==> src/len_fifo.sv <==
`timescale 1ns/1ps

module len_fifo #(
	parameter int LEN_BITS = 12,
	parameter int LEN_DEPTH = 64,
	localparam int AW = (LEN_DEPTH > 1) ? $clog2(LEN_DEPTH) : 1
) (
	input logic clk,
	input logic reset,

	input logic len_push,
	input logic [LEN_BITS-1:0] len_in,
	output logic len_full,

	output logic len_valid,
	output logic [LEN_BITS-1:0] len_data,
	input logic len_ready
);

	logic [LEN_BITS-1:0] mem [LEN_DEPTH];
	logic [AW-1:0] wr_ptr;
	logic [AW-1:0] rd_ptr;
	logic [AW:0] count;	// Entries held, zero to LEN_DEPTH.
	logic push;
	logic pop;

	// Pointers wrap at the depth, which need not be a power of two.
	function automatic logic [AW-1:0] next_ptr(input logic [AW-1:0] p);
		return (p == AW'(LEN_DEPTH - 1)) ? '0 : p + 1'b1;
	endfunction

	assign len_full = (count == (AW + 1)'(LEN_DEPTH));
	assign len_valid = (count != '0);
	assign len_data = mem[rd_ptr];	// Head entry is shown before it is read.

	assign push = len_push && !len_full;
	assign pop = len_valid && len_ready;

	always_ff @(posedge clk) begin
		if (push)
			mem[wr_ptr] <= len_in;
	end

	always_ff @(posedge clk) begin
		if (reset) begin
			wr_ptr <= '0;
			rd_ptr <= '0;
			count <= '0;
		end else begin
			if (push)
				wr_ptr <= next_ptr(wr_ptr);
			if (pop)
				rd_ptr <= next_ptr(rd_ptr);
			if (push && !pop)
				count <= count + 1'b1;
			else if (pop && !push)
				count <= count - 1'b1;
		end
	end

endmodule

==> config.mk <==
export PLATFORM = sky130hd
export DESIGN_NAME = len_fifo
export DESIGN_NICKNAME = d
export VERILOG_FILES = /design/src/len_fifo.sv
export SDC_FILE = /design/constraint.sdc
export NUM_CORES = 1
export LEC_CHECK = 0
export BUFFER_PORTS_ARGS = -buffer_cell sky130_fd_sc_hd__buf_4
export CORE_ASPECT_RATIO = 1.25
export CORE_UTILIZATION = 57
export CTS_BUF_LIST = sky130_fd_sc_hd__clkbuf_16
export DETAILED_ROUTE_END_ITERATION = 10
export HOLD_SLACK_MARGIN = 0.15
export PLACE_DENSITY = 0.79
export RECOVER_POWER = 25
export SLEW_MARGIN = 20
export SYNTH_ARGS = -nofsm -noshare
export SYNTH_HDL_FRONTEND = slang
export SYNTH_SLANG_ARGS = --single-unit
==> constraint.sdc <==
create_clock -name clk -period 3.3 [get_ports clk]
set_clock_uncertainty 0.1 [all_clocks]
set_input_delay 0.33 -clock clk [delete_from_list [all_inputs] [get_ports clk]]
set_output_delay 0.33 -clock clk [all_outputs]
set_load 0.005 [all_outputs]
==> metrics.txt <==
largest net degree at the start of global routing 65; vias in the first global route approximately 16k; measured slew at the worst slew-check pin about 3200 ps; Row Count 95; post-route setup slack -16.92 ps; Tightest Hold Check Type in -> reg; Die X between 200 and 250 µm; initial core utilization 57.79%; root buffer cell clkbuf_16; async set-reset flop share out of synthesis 0%; Final Total Pwr around 25000 µW; via density per instance around 6.6; drt first pass iters 6; Distinct cells, synth 57; share of the yosys chip area belonging to registers 75.89%; min Tclk post-route about 3300 ps; CTS tree yes; Detailed Route Iter0 Violations 2158; fin crit share 100.5%; Power per Cell Area just under 700 mW/mm²; slew margin rel. -111.0%; RSZ-0062 raised after global routing yes; ANT nets after route 0; #FFs+latches synth roughly 790; I/O pins 30; drt wl/cell about 30 µm; violations in the final reports max-capacitance violations, max-slew violations, negative setup slack; vias 16.22k; Post-Syn Area per Cell between 20 and 25 µm²; Antenna diodes 0; number of flops mapped to enable cells by yosys about 770; HPWL after detailed placement around 41000 µm; CP required ~2900 ps; global route overflow 0; Final Setup Violations 2; Mapped Area 0.03105 mm²; Crit Path Class reg -> out; port buffer count 29; ys flop type edfxtp_1; H-tree depth 3; Max Slew Vio Count 520; status complete, but fails checks; wirelength, routed 75300 µm; Max Clk Rate roughly 300 MHz; number of max-cap violations 8; Remaining DRCs 0; Post-Syn Instances 1496; fin nets 1688; element type at the critical path end output pin; Die ar. approximately 0.055 mm²; die span in y 262.9 µm; TritonCTS Buffers 71; post-route design area between 0.03 and 0.04 mm²; Core Region between 0.05 and 0.06 mm²; Fin. Hold Viols 0; YS warnings 0; Synth-to-Final Area Change 16.39%; VDD IR-drop max between 0.0003 and 0.0004 V; CP Launch Type flop; CP Max Fanout 12; share of post-route cells with drive strength above 1 about 34%; Max Buffers Root-to-Sink 3; first-pass GRT wire length 108600 µm; gr usage total 27.53%; Leakage 0.01126 µW; worst slack, placed 9.792 ps; Placed Area about 0.033 mm²; clock sink total roughly 790; Synthesized Nets between 1.5k and 2k; clk slew on worst S/H paths 60 ps; antenna violations before repair 2; arrival time at the worst endpoint ~2900 ps; Clk Latency, worst-skew pair 610 ps; Final GP Congestion a little under 0.9
==> through the flow <==
step,instances,hold WS (ps),utilization (%),setup TNS [ps]
finish,2444,228.2,67.26,-23.35
global route,2444,250.0,67.26,-171.4
global placement,2275,369.5,60.75,0
detailed placement,2275,383.9,60.83,0
floorplan,1496,328.9,-,0
CTS,2438,155.0,66.57,0
==> final cells by class <==
class / instances / area, µm²
inverters: 9 / 33.78
flip-flops and latches: 793 / 23580
clock inverters: 54 / 356.6
clock buffers: 74 / 1852
repair buffers: 174 / 1839
multi-input cells: 613 / 7565
fillers: 3213 / 17590
well taps: 727 / 909.6
==> critical path: stages, from the launching register on <==
cell and delay [ps]:
dfxtp_4 370, buf_6 140, buf_12 110, buf_16 160, mux4_2 550, mux4_2 490
o21ai_2 170, a311oi_4 80, buf_4 200
==> where the power goes <==
part | total (µW) | switching [µW] | internal, µW
combinational | 5500 | 2700 | 2800
clock | 7940 | 3560 | 4380
sequential | 11300 | 123 | 11200
total | 24700 | 6370 | 18400
==> layer usage <==
metal  routed length, µm  track usage [%]
met1               26410            36.22
met2               38750            45.79
met3                7288            4.493
met4                2853            11.91
met5                   0                0
==> sequential cells by signal, summed over array words and instances (netlist names), named ones only <==
signal	cells
mem	768
rd_ptr	6
wr_ptr	6
count	7
==> cell usage after synthesis, types with 5 or more instances <==
cell type | number | area [µm²]
buf_2 | 23 | 115.1
clkbuf_1 | 20 | 75.07
mux4_1 | 5 | 131.4
o22ai_1 | 9 | 56.30
or2_2 | 5 | 31.28
nor3_1 | 14 | 70.07
a211oi_1 | 18 | 135.1
xor2_1 | 7 | 61.31
a21oi_1 | 12 | 60.06
nand2b_1 | 7 | 43.79
ha_1 | 9 | 112.6
a22o_1 | 9 | 78.83
o221ai_1 | 8 | 70.07
a22oi_1 | 9 | 67.56
buf_1 | 9 | 33.78
nand2_1 | 36 | 135.1
nor2b_1 | 25 | 156.4
mux4_2 | 183 | 4121
mux2i_1 | 34 | 340.3
o21ai_1 | 6 | 30.03
nand3b_1 | 5 | 37.54
nand3_1 | 14 | 70.07
nand4_1 | 7 | 43.79
inv_1 | 9 | 33.78
dfxtp_1 | 25 | 500.5
nor2_1 | 99 | 371.6
buf_4 | 15 | 112.6
nor4_1 | 7 | 43.79
edfxtp_1 | 768 | 23060
buf_6 | 11 | 123.9
mux2_2 | 12 | 135.1
o21ai_0 | 23 | 115.1
a221oi_1 | 8 | 70.07
==> path summary, 6_finish.rpt <==
path | to | slack, ps | start | cells after the start
min | mem[10][3] | 230 | len_in[3] | 1
min reg2reg | count[3] | 430 | count[3] | 2
max reg2reg | mem[47][6] | 250 | count[0] | 5
max | len_data[7] | -20 | flop | 8
==> timing repair <==
item                       4_1_cts  5_1_grt
setup endpoints to repair       13       13
hold endpoints to repair        25        0
gates resized for setup         88       58
hold buffers                     1        0
gates cloned                     6        1
pin swaps                       12        8
buffers inserted                29        5
==> cells in the final DEF, fill, tap and decap left out, types with 12 or more instances in the layout <==
cell type,synthesis,layout
nor2b_1,25,25
clkbuf_16,0,75
a211oi_1,18,15
o21ai_2,0,12
buf_4,15,125
buf_12,2,20
nor2_1,99,72
nor2_2,0,25
clkinv_1,0,14
nand2_1,36,34
edfxtp_1,768,768
mux2i_1,34,21
nand3_1,14,12
dfxtp_1,25,20
mux4_2,183,185
mux2_2,12,12
inv_1,9,29
==> kinds of logic after synthesis <==
kind of cell,synth area share (%)
and+or+nand+nor,3.736
buffers and inverters,1.769
muxes,15.23
xor gates and xnor gates,0.2539
DFF,75.89
AOI/OAI and AO/OA,2.692
adders and majority gates,0.4272
Power figures use the tool's default switching activity.
