[config.mk]
export PLATFORM = sky130hd
export DESIGN_NAME = daq_collect_ctrl
export DESIGN_NICKNAME = d
export VERILOG_FILES = /design/src/daq_word_pkg.sv /design/src/daq_ctrl_pkg.sv /design/src/daq_collect_ctrl.sv
export SDC_FILE = /design/constraint.sdc
export NUM_CORES = 1
export LEC_CHECK = 0
export ABC_AREA = 1
export BUFFER_PORTS_ARGS = -buffer_cell sky130_fd_sc_hd__buf_2
export CAP_MARGIN = 15
export CORE_UTILIZATION = 40
export CTS_BUF_LIST = sky130_fd_sc_hd__clkbuf_2 sky130_fd_sc_hd__clkbuf_4 sky130_fd_sc_hd__clkbuf_8
export CTS_CLUSTER_DIAMETER = 120
export DETAILED_ROUTE_END_ITERATION = 8
export PLACE_DENSITY = 0.66
export REMOVE_ABC_BUFFERS = 1
export SLEW_MARGIN = 0
export SYNTH_ARGS = -nofsm -noshare
export SYNTH_HDL_FRONTEND = slang
export SYNTH_SLANG_ARGS = --single-unit
[constraint.sdc]
create_clock -name clk -period 2 [get_ports clk]
set_clock_uncertainty 0.2 [all_clocks]
set_input_delay 0.1 -clock clk [delete_from_list [all_inputs] [get_ports clk]]
set_output_delay 0.1 -clock clk [all_outputs]
set_load 0.01 [all_outputs]
[src/daq_word_pkg.sv]
package daq_word_pkg;

	localparam int WORD_BITS = 32;	// Width of one sample word on every bus.
	localparam int TAG_BITS = 8;	// Top byte of a marker word.
	localparam int MARKER_CNT_BITS = WORD_BITS - TAG_BITS;
	localparam int MAX_LEN_BITS = 16;	// Widest packet length that is counted.

	typedef logic [WORD_BITS-1:0] word_t;

	// Word count of one packet. The length channel carries a slice of it.
	typedef logic [MAX_LEN_BITS-1:0] pkt_len_t;

	localparam logic [TAG_BITS-1:0] MARKER_TAG = 8'hFE;	// Marks a drop count word.

	// A drop marker has the tag in the top byte and the count below it.
	typedef struct packed {
		logic [TAG_BITS-1:0] tag;
		logic [MARKER_CNT_BITS-1:0] count;
	} marker_t;

	// Builds the one-word marker packet for a given drop count.
	function automatic word_t make_marker(input logic [MARKER_CNT_BITS-1:0] count);
		marker_t m;
		m.tag = MARKER_TAG;
		m.count = count;
		return word_t'(m);
	endfunction

endpackage

[src/daq_ctrl_pkg.sv]
package daq_ctrl_pkg;

	typedef enum logic [1:0] {
		IDLE,	// Waiting for a request or sending a marker.
		GRANTED,	// A source owns the ring.
		DRAIN_END	// Commit and length push of the finished packet.
	} ctrl_state_t;

	typedef logic [23:0] drop_cnt_t;	// Packets undone since the last marker.

	localparam drop_cnt_t DROP_CNT_MAX = '1;	// The counter sticks here.

	// Index width for n sources. One source still needs a one-bit index.
	function automatic int idx_bits(input int n);
		return (n > 1) ? $clog2(n) : 1;
	endfunction

endpackage

[src/daq_collect_ctrl.sv]
`timescale 1ns/1ps

module daq_collect_ctrl import daq_word_pkg::*, daq_ctrl_pkg::*; #(
	parameter int NSRC = 4,
	parameter int LEN_BITS = 12,
	localparam int IDX_BITS = idx_bits(NSRC)
) (
	input logic clk,
	input logic reset,

	// Source selection.
	input logic pick_valid,
	input logic [IDX_BITS-1:0] pick_idx,
	output logic take,
	input logic sel_valid,
	input logic sel_end,
	input word_t sel_data,

	// Packet ring.
	output logic wr_en,
	output word_t wr_data,
	output logic commit,
	output logic revert,
	input logic ring_full,

	// Length FIFO.
	output logic len_push,
	output logic [LEN_BITS-1:0] len_in,
	input logic len_full
);

	ctrl_state_t state;
	pkt_len_t word_cnt;	// Words written for the open packet.
	logic discard;	// Rest of the packet is thrown away after an overflow.
	drop_cnt_t drop_cnt;
	drop_cnt_t drop_inc;
	logic marker_pending;
	logic marker_room;

	assign marker_pending = (drop_cnt != '0);
	assign marker_room = !ring_full && !len_full;	// One ring word and one length entry.
	assign drop_inc = (drop_cnt == DROP_CNT_MAX) ? drop_cnt : drop_cnt + 1'b1;

	assign len_in = LEN_BITS'(word_cnt);

	always_comb begin
		take = 1'b0;
		wr_en = 1'b0;
		wr_data = sel_data;
		commit = 1'b0;
		revert = 1'b0;
		len_push = 1'b0;
		case (state)
			IDLE: begin
				if (marker_pending) begin
					if (marker_room) begin
						wr_en = 1'b1;
						wr_data = make_marker(drop_cnt);
					end
				end else begin
					take = pick_valid;	// Requests wait until the marker is out.
				end
			end
			GRANTED: begin
				if (sel_valid && !discard) begin
					if (ring_full)
						revert = 1'b1;	// Undo the packet written so far.
					else
						wr_en = 1'b1;
				end
			end
			DRAIN_END: begin
				if (len_full) begin
					revert = 1'b1;
				end else begin
					commit = 1'b1;
					len_push = 1'b1;
				end
			end
			default: ;
		endcase
	end

	always_ff @(posedge clk) begin
		if (reset) begin
			state <= IDLE;
			word_cnt <= '0;
			discard <= 1'b0;
			drop_cnt <= '0;
		end else begin
			case (state)
				IDLE: begin
					if (take) begin
						state <= GRANTED;
						word_cnt <= '0;
					end else if (wr_en) begin
						state <= DRAIN_END;	// Marker is a packet of one word.
						word_cnt <= pkt_len_t'(1);
						drop_cnt <= '0;
					end
				end
				GRANTED: begin
					if (wr_en)
						word_cnt <= word_cnt + 1'b1;
					if (revert)
						discard <= 1'b1;
					if (sel_end) begin
						discard <= 1'b0;
						if (discard || revert) begin
							drop_cnt <= drop_inc;
							state <= IDLE;
						end else begin
							state <= DRAIN_END;
						end
					end
				end
				DRAIN_END: begin
					if (revert)
						drop_cnt <= drop_inc;	// No room for the length, packet is lost.
					state <= IDLE;
				end
				default: state <= IDLE;
			endcase
		end
	end

endmodule

==> impl_metrics.env <==
export IMPL_core_sq_mm=0.00777
export IMPL_area_growth_synth_to_final_pct=39.1
export IMPL_setup_viol=58
export IMPL_start_kind="flip-flop"
export IMPL_die_area_sq_mm=0.00842
export IMPL_final_cell_mix="141 x nand2_1, 92 x nor2_1, 80 x buf_2, 66 x nand3_1, 37 x buf_4"
export IMPL_slew_violations=0
export IMPL_grt_overflow=0
export IMPL_track_usage=0.235
export IMPL_final_common_cell="nand2_1"
export IMPL_maxCapViolCount=0
export IMPL_antenna_cells=0
export IMPL_ios=90
export IMPL_synth_ff_type="dfxtp_1"
export IMPL_pwr_share_seq=0.214
export IMPL_finalWirelength_um=9890
export IMPL_remaining_drc_errors=0
export IMPL_total_power_w=0.00594
export IMPL_drive_gt1_frac=0.342
export IMPL_grt_pass1_vias=3659
export IMPL_gp_congestion=0.957
export IMPL_first_iter_violations=276
export IMPL_synth_compound_area_share=0.101
export IMPL_syn_area_sq_mm=0.00322
export IMPL_cts_tree="built"
export IMPL_synth_edf_count=0
export IMPL_yosysWarnings=0
export IMPL_leakage_nw=1.95
export IMPL_cts_root_buf="clkbuf_8"
export IMPL_tns_ns=-1.17
export IMPL_endpoint_kind="primary output"
export IMPL_rsz0062_at_grt="true"
export IMPL_final_hold_viol_count=0
export IMPL_cts_buffers=5
export IMPL_first_pass_iters=5
export IMPL_ant_nets=0
export IMPL_num_vias=3988
export IMPL_fin_nets=725
export IMPL_portBuffers=87
export IMPL_p_sw_w=0.00289
export IMPL_std_cell_rows=32
export IMPL_avgSynthCellArea_sq_um=5.82
export IMPL_fin_ws_ns=-0.0707
export IMPL_synth_seq_cells=39
export IMPL_grt_max_degree=25
export IMPL_synthSimpleGateAreaFrac=0.504
export IMPL_crit_path_start="drop_cnt[1]$_SDFFE_PP0P_"
export IMPL_hp_class="in2reg"
export IMPL_final_cells=781
export IMPL_cp_max_fo=8
export IMPL_whs_ns=0.0492
export IMPL_clk_latency_ns=0.30
export IMPL_utilization=0.577
export IMPL_clkSinkCount=39
export IMPL_max_slew_margin=0.778
export IMPL_r2r_start="state[1]$_SDFFE_PP0P_"
export IMPL_outcome="complete, but fails checks"
export IMPL_via_per_inst=5.11
export IMPL_ys_async_sr_fraction=0
export IMPL_hold_start="sel_valid"
export IMPL_antenna_found_initial=0
export IMPL_fp_dieH_um=91.8
export IMPL_htreeDepth=2
export IMPL_synth_cell_types=31
export IMPL_fin_crit_ns=2.07
export IMPL_place_hpwl_um=7190
export IMPL_arrival_ns=1.77
export IMPL_swShare=0.487
export IMPL_yosys_mux_area_fraction=0
export IMPL_worstSetupPathType="reg2out"
export IMPL_synth_adder_area_share=0.0233
export IMPL_synth_top_family_by_area="simple AND/OR/NAND/NOR gates"
export IMPL_nFillCells=792
export IMPL_fin_crit_sh=1.04
export IMPL_powerDensity_mw_per_mm2=1330
export IMPL_synthCells=554
export IMPL_violations="negative setup slack"
export IMPL_tightest_slew_ns=0.330
export IMPL_post_drt_wl_per_cell_um=12.7
export IMPL_internal_power_w=0.00305
export IMPL_placedCellCount=758
export IMPL_clk_pin_slew_ns=0.09
export IMPL_start_util=0.415
export IMPL_pwr_share_clk=0.115
export IMPL_die_w_um=91.8
export IMPL_grt_pass1_wl_um=16300
export IMPL_vdd_ir_drop_max_mv=0.662
export IMPL_synthXorXnorAreaFrac=0.0272
export IMPL_crit_required_ns=1.70
export IMPL_yosysSeqAreaShare=0.242
export IMPL_cts_buffer_depth=2
export IMPL_power_share_combinational=0.670
export IMPL_fmax_mhz=483
## per-stage QoR
step                      worst slack (ns)  area, sq um
after floorplan                     -0.426         3090
after global placement             0.00139         3950
after detailed placement           -0.0554         3950
after CTS                           -0.110         4260
after global routing                -0.203         4480
final                              -0.0707         4480
## routing by layer
metal,up-vias,global-route usage,wire (um)
li1,2021,-,-
met1,1812,0.298,4510
met2,137,0.407,4570
met3,18,0.0398,644
met4,0,0.0677,161
met5,-,0,0
## worst paths after layout
path         cells past startpoint                         to  slack (ns)
max                              9                wr_data[25]       -0.07
min                              5       discard$_SDFFE_PP0P_        0.05
max reg2reg                     10  drop_cnt[19]$_SDFFE_PP0P_       -0.03
min reg2reg                      2      state[0]$_SDFFE_PP0P_        0.29
## registers in the layout (all words and copies together), names as in the netlist
| signal | flops |
|---|---|
| drop_cnt | 24 |
| word_cnt | 12 |
| state | 2 |
| discard | 1 |
## synthesized netlist by cell type, drive strengths merged (2+ instances only)
cell	count	area, sq um
o211ai	3	22.5
o21ai	36	180
a21oi	23	115
nor2	111	472
xnor2	2	17.5
xor2	8	70.1
nor3	8	56.3
nand4	6	37.5
ha	6	75.1
nand3	69	370
buf	12	98.8
nand2	160	631
or2	7	43.8
inv	51	194
dfxtp	39	781
clkbuf	9	33.8
## area by class of cell
cell class                      instances  area [sq um]  area share
Clock buffer                            5          68.8      0.0153
Clock inverter                          3          43.8     0.00977
Inverter                               52           208      0.0463
Multi-Input combinational cell        443          2280       0.508
Sequential cell                        39           803       0.179
Tap cell                              102           128      0.0285
Timing Repair Buffer                  137           957       0.213
## power by group through the flow
stage,Clock [W],Sequential (W),Combinational [W]
2_1_floorplan,0,0.00121,0.00198
3_5_place_dp,0,0.00124,0.00321
6_report,0.000686,0.00127,0.00399
4_1_cts,0.000702,0.00124,0.00355
3_3_place_gp,0,0.00123,0.00314
5_1_grt,0.000731,0.00131,0.00433
## critical path, cell delays in order (launching register included)
cell	delay [ns]
dfxtp_2	0.33
inv_2	0.07
ha_4	0.16
nand3_4	0.08
nor2_4	0.11
nand3_4	0.12
nand2_8	0.14
inv_6	0.05
or2_2	0.28
buf_6	0.13
## logic make-up (layout without fill, tap and decap cells)
logic type	after synthesis	after routing
and+or+nand+nor	363	364
adders and majority gates	6	6
xor gates and xnor gates	10	10
DFF	39	39
buffers and inverters	73	197
AOI/OAI and AO/OA	63	63
## repair_timing
| item | CTS | global route |
|---|---|---|
| setup endpoints to repair | 59 | 70 |
| setup buffers | 2 | 9 |
| gates resized for setup | 47 | 65 |
| endpoints found under the hold margin | 2 | 0 |
| gates cloned | 1 | 2 |
| pin swaps | 4 | 7 |
| hold buffers | 2 | 0 |
Power figures use the tool's default switching activity.
