===== src/daq_word_pkg.sv =====
package daq_word_pkg;

	localparam int WORD_BITS = 32;	// Width of one sample word on every bus.
	localparam int TAG_BITS = 8;	// Top byte of a marker word.
	localparam int MARKER_CNT_BITS = WORD_BITS - TAG_BITS;
	localparam int MAX_LEN_BITS = 16;	// Widest packet length that is counted.

	typedef logic [WORD_BITS-1:0] word_t;

	// Word count of one packet. The length channel carries a slice of it.
	typedef logic [MAX_LEN_BITS-1:0] pkt_len_t;

	localparam logic [TAG_BITS-1:0] MARKER_TAG = 8'hFE;	// Marks a drop count word.

	// A drop marker has the tag in the top byte and the count below it.
	typedef struct packed {
		logic [TAG_BITS-1:0] tag;
		logic [MARKER_CNT_BITS-1:0] count;
	} marker_t;

	// Builds the one-word marker packet for a given drop count.
	function automatic word_t make_marker(input logic [MARKER_CNT_BITS-1:0] count);
		marker_t m;
		m.tag = MARKER_TAG;
		m.count = count;
		return word_t'(m);
	endfunction

endpackage


===== src/daq_ctrl_pkg.sv =====
package daq_ctrl_pkg;

	typedef enum logic [1:0] {
		IDLE,	// Waiting for a request or sending a marker.
		GRANTED,	// A source owns the ring.
		DRAIN_END	// Commit and length push of the finished packet.
	} ctrl_state_t;

	typedef logic [23:0] drop_cnt_t;	// Packets undone since the last marker.

	localparam drop_cnt_t DROP_CNT_MAX = '1;	// The counter sticks here.

	// Index width for n sources. One source still needs a one-bit index.
	function automatic int idx_bits(input int n);
		return (n > 1) ? $clog2(n) : 1;
	endfunction

endpackage


===== src/source_select.sv =====
`timescale 1ns/1ps

module source_select import daq_word_pkg::*, daq_ctrl_pkg::*; #(
	parameter int NSRC = 4,
	localparam int IDX_BITS = idx_bits(NSRC)
) (
	input logic clk,
	input logic reset,

	input logic [NSRC-1:0] src_req,
	input logic [NSRC-1:0] src_valid,
	input logic [NSRC-1:0] src_end,
	input word_t [NSRC-1:0] src_data,
	output logic [NSRC-1:0] src_grant,

	input logic take,
	output logic pick_valid,
	output logic [IDX_BITS-1:0] pick_idx,

	output logic sel_valid,
	output logic sel_end,
	output word_t sel_data
);

	logic [IDX_BITS-1:0] sel_idx;	// Source that owns the current packet.
	logic active;	// High from the take until the source ends its packet.

	assign pick_valid = |src_req;

	// Fixed priority, so the scan from the top leaves the lowest request.
	always_comb begin
		pick_idx = '0;
		for (int i = NSRC - 1; i >= 0; i--) begin
			if (src_req[i])
				pick_idx = IDX_BITS'(i);
		end
	end

	always_ff @(posedge clk) begin
		if (reset) begin
			sel_idx <= '0;
			active <= 1'b0;
			src_grant <= '0;
		end else begin
			src_grant <= '0;	// The grant is a single-cycle pulse.
			if (take) begin
				sel_idx <= pick_idx;
				active <= 1'b1;
				src_grant[pick_idx] <= 1'b1;
			end else if (sel_end) begin
				active <= 1'b0;
			end
		end
	end

	// Steering runs off the latched index, so a word reaches the controller in its own cycle.
	assign sel_valid = active & src_valid[sel_idx];
	assign sel_end = active & src_end[sel_idx];
	assign sel_data = src_data[sel_idx];

endmodule


===== config.mk =====
export PLATFORM = sky130hd
export DESIGN_NAME = source_select
export DESIGN_NICKNAME = d
export VERILOG_FILES = /design/src/daq_word_pkg.sv /design/src/daq_ctrl_pkg.sv /design/src/source_select.sv
export SDC_FILE = /design/constraint.sdc
export NUM_CORES = 1
export LEC_CHECK = 0
export ABC_AREA = 0
export BUFFER_PORTS_ARGS = -buffer_cell sky130_fd_sc_hd__buf_2
export CAP_MARGIN = 40
export CORE_AREA = 2 2 72 74
export DETAILED_ROUTE_END_ITERATION = 8
export DIE_AREA = 0 0 74 76
export PLACE_DENSITY_LB_ADDON = 0.08
export SETUP_SLACK_MARGIN = 0.02
export SYNTH_ARGS = -nofsm -noshare
export SYNTH_HDL_FRONTEND = slang
export SYNTH_SLANG_ARGS = --single-unit
export TNS_END_PERCENT = 10

===== constraint.sdc =====
create_clock -name clk -period 1.6 [get_ports clk]
set_input_delay 0.32 -clock clk [delete_from_list [all_inputs] [get_ports clk]]
set_output_delay 0.32 -clock clk [all_outputs]
set_load 0.03 [all_outputs]

==> flow_summary.json, run 1 <==
{
  "cts-root-buf": "clkbuf_8",
  "setup_slack_ns": -0.2230,
  "utilization": 0.4852,
  "netlist_top_cells_area": "mux4_2 (68%), dfxtp_1 (13%), mux4_1 (2.4%)",
  "start_kind": "register",
  "fin_skew_ns": 0.001650,
  "cp_data_arrival_time_ns": 1.50,
  "failed_checks": "negative setup slack",
  "cts_tree": "yes",
  "fmax_ghz": 0.5486,
  "die_h_um": 76,
  "place.gp.congestion": 0.9089,
  "die-area_sq_um": 5624,
  "rows": 26,
  "ys_seq_area_frac": 0.1283,
  "synth_ff_type": "dfxtp_1",
  "firstDrtPassIters": 4,
  "drt_iter0_drc": 21,
  "vias": 1523,
  "avgSynthCellArea_sq_um": 15.17,
  "async_flop_share": 0,
  "antenna_found_initial": 0,
  "cts_max_level": 1,
  "synth_top_area_frac": 0.6804,
  "clkSlewWorstSetupHoldPaths_ns": 0.04,
  "dpl.hpwl_um": 4425,
  "crit_chain": "buf_12 > mux4_2 > buf_6",
  "drc": 0,
  "antenna_cells": 0,
  "max_stage_delay_ns": 0.53,
  "wire_per_inst_um": 15.27,
  "dp.cells": 323,
  "grtUsageTotal": 0.1718,
  "grt_max_degree": 21,
  "grt_pass1_wl_um": 7679,
  "synth_cells": 72,
  "vdd_drop_max_mv": 0.4888,
  "drive_gt1_frac": 0.8915,
  "yosys.area.top_type": "mux4_2",
  "area_growth_pct": 118.2,
  "relSlewSlack": 0.7612,
  "drt_wl_total_um": 5010,
  "netlist_area_sq_um": 1092,
  "crit_family": "multiplexers",
  "cp_max_fo": 16,
  "mostFrequentLayoutCell": "buf_2",
  "end_kind": "output port",
  "clockBufferDepth": 2,
  "max_cap_violations": 0,
  "power.density_nw_per_um2": 486.8,
  "setup_violations": 34,
  "antenna_left": 0,
  "core-area_sq_um": 4912,
  "min_period_ns": 1.823,
  "cp_num_buf_inv": 2,
  "pin_count": 184,
  "io_buffers": 183,
  "n_fill_cell": 482,
  "power_leakage_uw": 0.001160,
  "rsz0062_at_grt": "true",
  "chipWidth_um": 74,
  "status": "finished with violations",
  "ys_ff_latch": 7,
  "cts.sinks": 7,
  "numCtsBuffers": 3,
  "crit_required_ns": 1.28,
  "synth-edff-count": 0,
  "vias_per_cell": 4.643,
  "fin_crit_sh": 1.139,
  "clk_latency_ns": 0.22,
  "layout.nets": 402,
  "initial_core_util": 0.2224,
  "holdCritPathClass": "in2reg",
  "hold_violations": 0,
  "ys_types": 22,
  "grt_overflow": 0,
  "critPathSlowestCell": "mux4_2",
  "worstSetupPathType": "reg2out",
  "synth_warnings": 0,
  "grt_pass1_vias": 1633,
  "worstMarginPinSlew_ns": 0.3545,
  "final_cell_mix": "buf_2 (149), mux4_2 (33), buf_6 (30)",
  "slew_violations": 0,
  "syn_nets": 215,
  "ff2ff_setup_slack_ns": 0.34,
  "final_cells": 328
}
-- power breakdown --
group	switching (uW)	leakage (uW)	internal [uW]
combinational	327	0.00108	403
clock	70.9	0.0000228	172
sequential	6.69	0.0000579	181
-- kinds of logic (layout without fill, tap and decap cells) --
group / Yosys count / in the layout / share of synthesized area
AOI/OAI and AO/OA: 5 / 5 / 0.02978
buffers and inverters: 11 / 197 / 0.05727
DFF: 7 / 7 / 0.1283
muxes: 34 / 34 / 0.7045
and+or+nand+nor: 15 / 15 / 0.08019
-- layer usage --
layer	vias up	wire, um	track usage
met5	-	0	0
met1	715	1890	0.2073
li1	691	-	-
met3	18	390	0.03175
met2	99	2542	0.2902
met4	0	187	0.07818
-- cell usage after synthesis, types with 2 or more instances --
cell type	instances
mux4_2	33
inv_1	3
nand2_1	3
dfxtp_1	7
and2_1	2
buf_4	3
clkbuf_1	2
nor3_1	3
buf_2	2
nor2_1	2
-- registers in the layout, indices dropped and copies added, names as in the netlist --
register and flops:
active 1, sel_idx 2, src_grant 4
-- stage by stage --
step	power [uW]	hold WS [ns]	setup TNS [ns]	area (sq um)	setup WS (ns)
finish	1160	0.2797	-6.745	2384	-0.2230
global route	1233	0.2924	-8.939	2384	-0.2841
CTS	1178	0.2749	-7.481	2384	-0.2379
detailed placement	821.9	0.5027	-1.506	2128	-0.06772
global placement	817.7	0.5001	-0.7107	2128	-0.04630
floorplan	556.5	0.3824	0	1092	0.007854
-- what timing repair did --
action | in CTS | in global routing
setup endpoints to repair | 34 | 34
pin swaps | 0 | 1
cloned | 0 | 0
gates resized for setup | 66 | 0
buffers inserted | 1 | 0
hold buffers | 0 | 0
-- worst register-to-register path, stage by stage, from the launching register on --
cell      delay, ns
dfxtp_4        0.40
mux4_2         0.53
nand2b_4       0.16
a21oi_2        0.12
-- path summary, 6_finish.rpt --
| path | startpoint | endpoint | depth (start not counted) |
|---|---|---|---|
| max | sel_idx[0] | sel_data[14] | 3 |
| min | src_req[0] | src_grant[1] | 2 |
| max reg2reg | sel_idx[0] | active | 3 |
| min reg2reg | active | active | 2 |
-- final cells by class --
| class | instances | area (sq um) | area share |
|---|---|---|---|
| Clock buffer | 4 | 45.04 | 0.01890 |
| Tap cell | 70 | 87.58 | 0.03675 |
| Sequential cell | 7 | 143.9 | 0.06037 |
| Inverter | 3 | 11.26 | 0.004724 |
| Multi-Input combinational cell | 54 | 892.1 | 0.3743 |
| Timing Repair Buffer | 190 | 1204 | 0.5050 |
No activity file was read; power rests on OpenSTA's default activity.
==> run 2: changes to the inputs <==
- RECOVER_POWER: not set -> 50
==> run 2 against run 1 <==
Compared with the run above:
- the flow still finishes with violations (negative setup slack)
- combinational power is essentially flat
- utilization shrank 0.13 points
- final area shrank 0.26%
- total power shrank 0.15%
- critical path type unchanged
- largest power group unchanged
==> flow_summary.json, run 2 (synthesis gave the netlist of run 1 again) <==
{
  "holdCritPathClass": "in2reg",
  "drt_wl_total_um": 5008,
  "grt_overflow": 0,
  "vias_per_cell": 4.622,
  "cts_max_level": 1,
  "antenna_cells": 0,
  "drc": 0,
  "drt_iter0_drc": 18,
  "dp.cells": 323,
  "pre_cts_ws_ns": -0.06772,
  "io_buffers": 183,
  "grt_pass1_wl_um": 7679,
  "drive_gt1_frac": 0.8721,
  "clockBufferDepth": 2,
  "numCtsBuffers": 3,
  "dpl.hpwl_um": 4425,
  "power.density_nw_per_um2": 487.3,
  "fmax_ghz": 0.5485,
  "setup_violations": 34,
  "area_growth_pct": 117.6,
  "cp_max_fo": 16,
  "hold_violations": 0,
  "reg.largest.list": "src_grant x4, sel_idx x2, active x1",
  "grt_pass1_vias": 1633,
  "power_leakage_uw": 0.001143,
  "grtUsageTotal": 0.1718,
  "die-area_sq_um": 5624,
  "final_cell_mix": "buf_2 (144), mux4_2 (33), buf_6 (30)",
  "antenna_left": 0,
  "final_cells": 328,
  "antenna_found_initial": 0,
  "grt_max_degree": 21,
  "regMostFlops": "src_grant",
  "min_period_ns": 1.823,
  "worstSetupPathType": "reg2out",
  "clkSlewWorstSetupHoldPaths_ns": 0.04,
  "firstDrtPassIters": 2,
  "vdd_drop_max_mv": 0.4882,
  "fin_crit_sh": 1.139,
  "start_kind": "register",
  "cts_tree": "yes",
  "failed_checks": "negative setup slack",
  "end_kind": "output port",
  "die_h_um": 76,
  "slew_violations": 0,
  "cts-root-buf": "clkbuf_8",
  "cp_data_arrival_time_ns": 1.50,
  "n_fill_cell": 485,
  "power.total_uw": 1159,
  "largest_reg_flops": 4,
  "wire_per_inst_um": 15.27,
  "max_cap_violations": 0,
  "clk_latency_ns": 0.22,
  "layout.nets": 402,
  "worstMarginPinSlew_ns": 0.3725,
  "core-area_sq_um": 4912,
  "rsz0062_at_grt": "true",
  "setup_slack_ns": -0.2232,
  "initial_core_util": 0.2224,
  "pin_count": 184,
  "chipWidth_um": 74,
  "place.gp.congestion": 0.9089,
  "rows": 26,
  "status": "finished with violations",
  "crit_required_ns": 1.28,
  "fin_skew_ns": 0.001765,
  "vias": 1516,
  "cts.sinks": 7,
  "relSlewSlack": 0.7527,
  "mostFrequentLayoutCell": "buf_2"
}
run 2: cell types whose count changed in the layout (fill, tap and decap cells not counted), sizes merged:
cell	before	now
buf	190	185
clkbuf	4	9
run 2: per-stage QoR:
step	setup TNS (ns)	utilization	hold WS, ns	instance area [sq um]
finish	-6.748	0.4840	0.3112	2377
global route	-8.939	0.4840	0.3397	2377
detailed placement	-1.506	0.4333	0.5027	2128
CTS	-7.481	0.4852	0.2749	2384
global placement	-0.7107	0.4333	0.5001	2128
floorplan	0	-	0.3824	1092
run 2: repair_timing:
action,in CTS,in global routing
endpoints found under the setup margin,34,34
pin swaps,0,1
hold buffers,0,0
resized for setup,66,0
buffers inserted,1,0
gates cloned,0,0
run 2: power breakdown:
group	internal [uW]	switching (uW)	total, uW
Combinational	401	327	728
Sequential	181	6.72	188
Clock	172	70.8	243
run 2: path summary, 6_finish.rpt:
| check | startpoint | endpoint | slack (ns) | depth (start not counted) |
|---|---|---|---|---|
| min reg2reg | active | active | 0.51 | 2 |
| max | sel_idx[0] | sel_data[14] | -0.22 | 3 |
| max reg2reg | sel_idx[0] | active | 0.34 | 3 |
| min | src_req[0] | src_grant[1] | 0.31 | 2 |
run 2: final cells by class:
cell class / instances / area (sq um) / area share
Clock buffer: 4 / 45.04 / 0.01895
Tap cell: 70 / 87.58 / 0.03684
Multi-Input combinational cell: 54 / 892.1 / 0.3753
Inverter: 3 / 11.26 / 0.004737
Sequential cell: 7 / 143.9 / 0.06053
Timing Repair Buffer: 190 / 1197 / 0.5037
run 2: worst max-delay path, stage by stage (launching register included):
cell and delay (ns):
dfxtp_4 0.40, buf_12 0.19, mux4_2 0.53, buf_6 0.16
run 2: metal layers:
layer	global-route usage	wire, um	up-vias
met2	0.2902	2537	97
met1	0.2073	1897	710
li1	-	-	691
met4	0.07818	187	0
met3	0.03175	385	18
met5	0	0	-
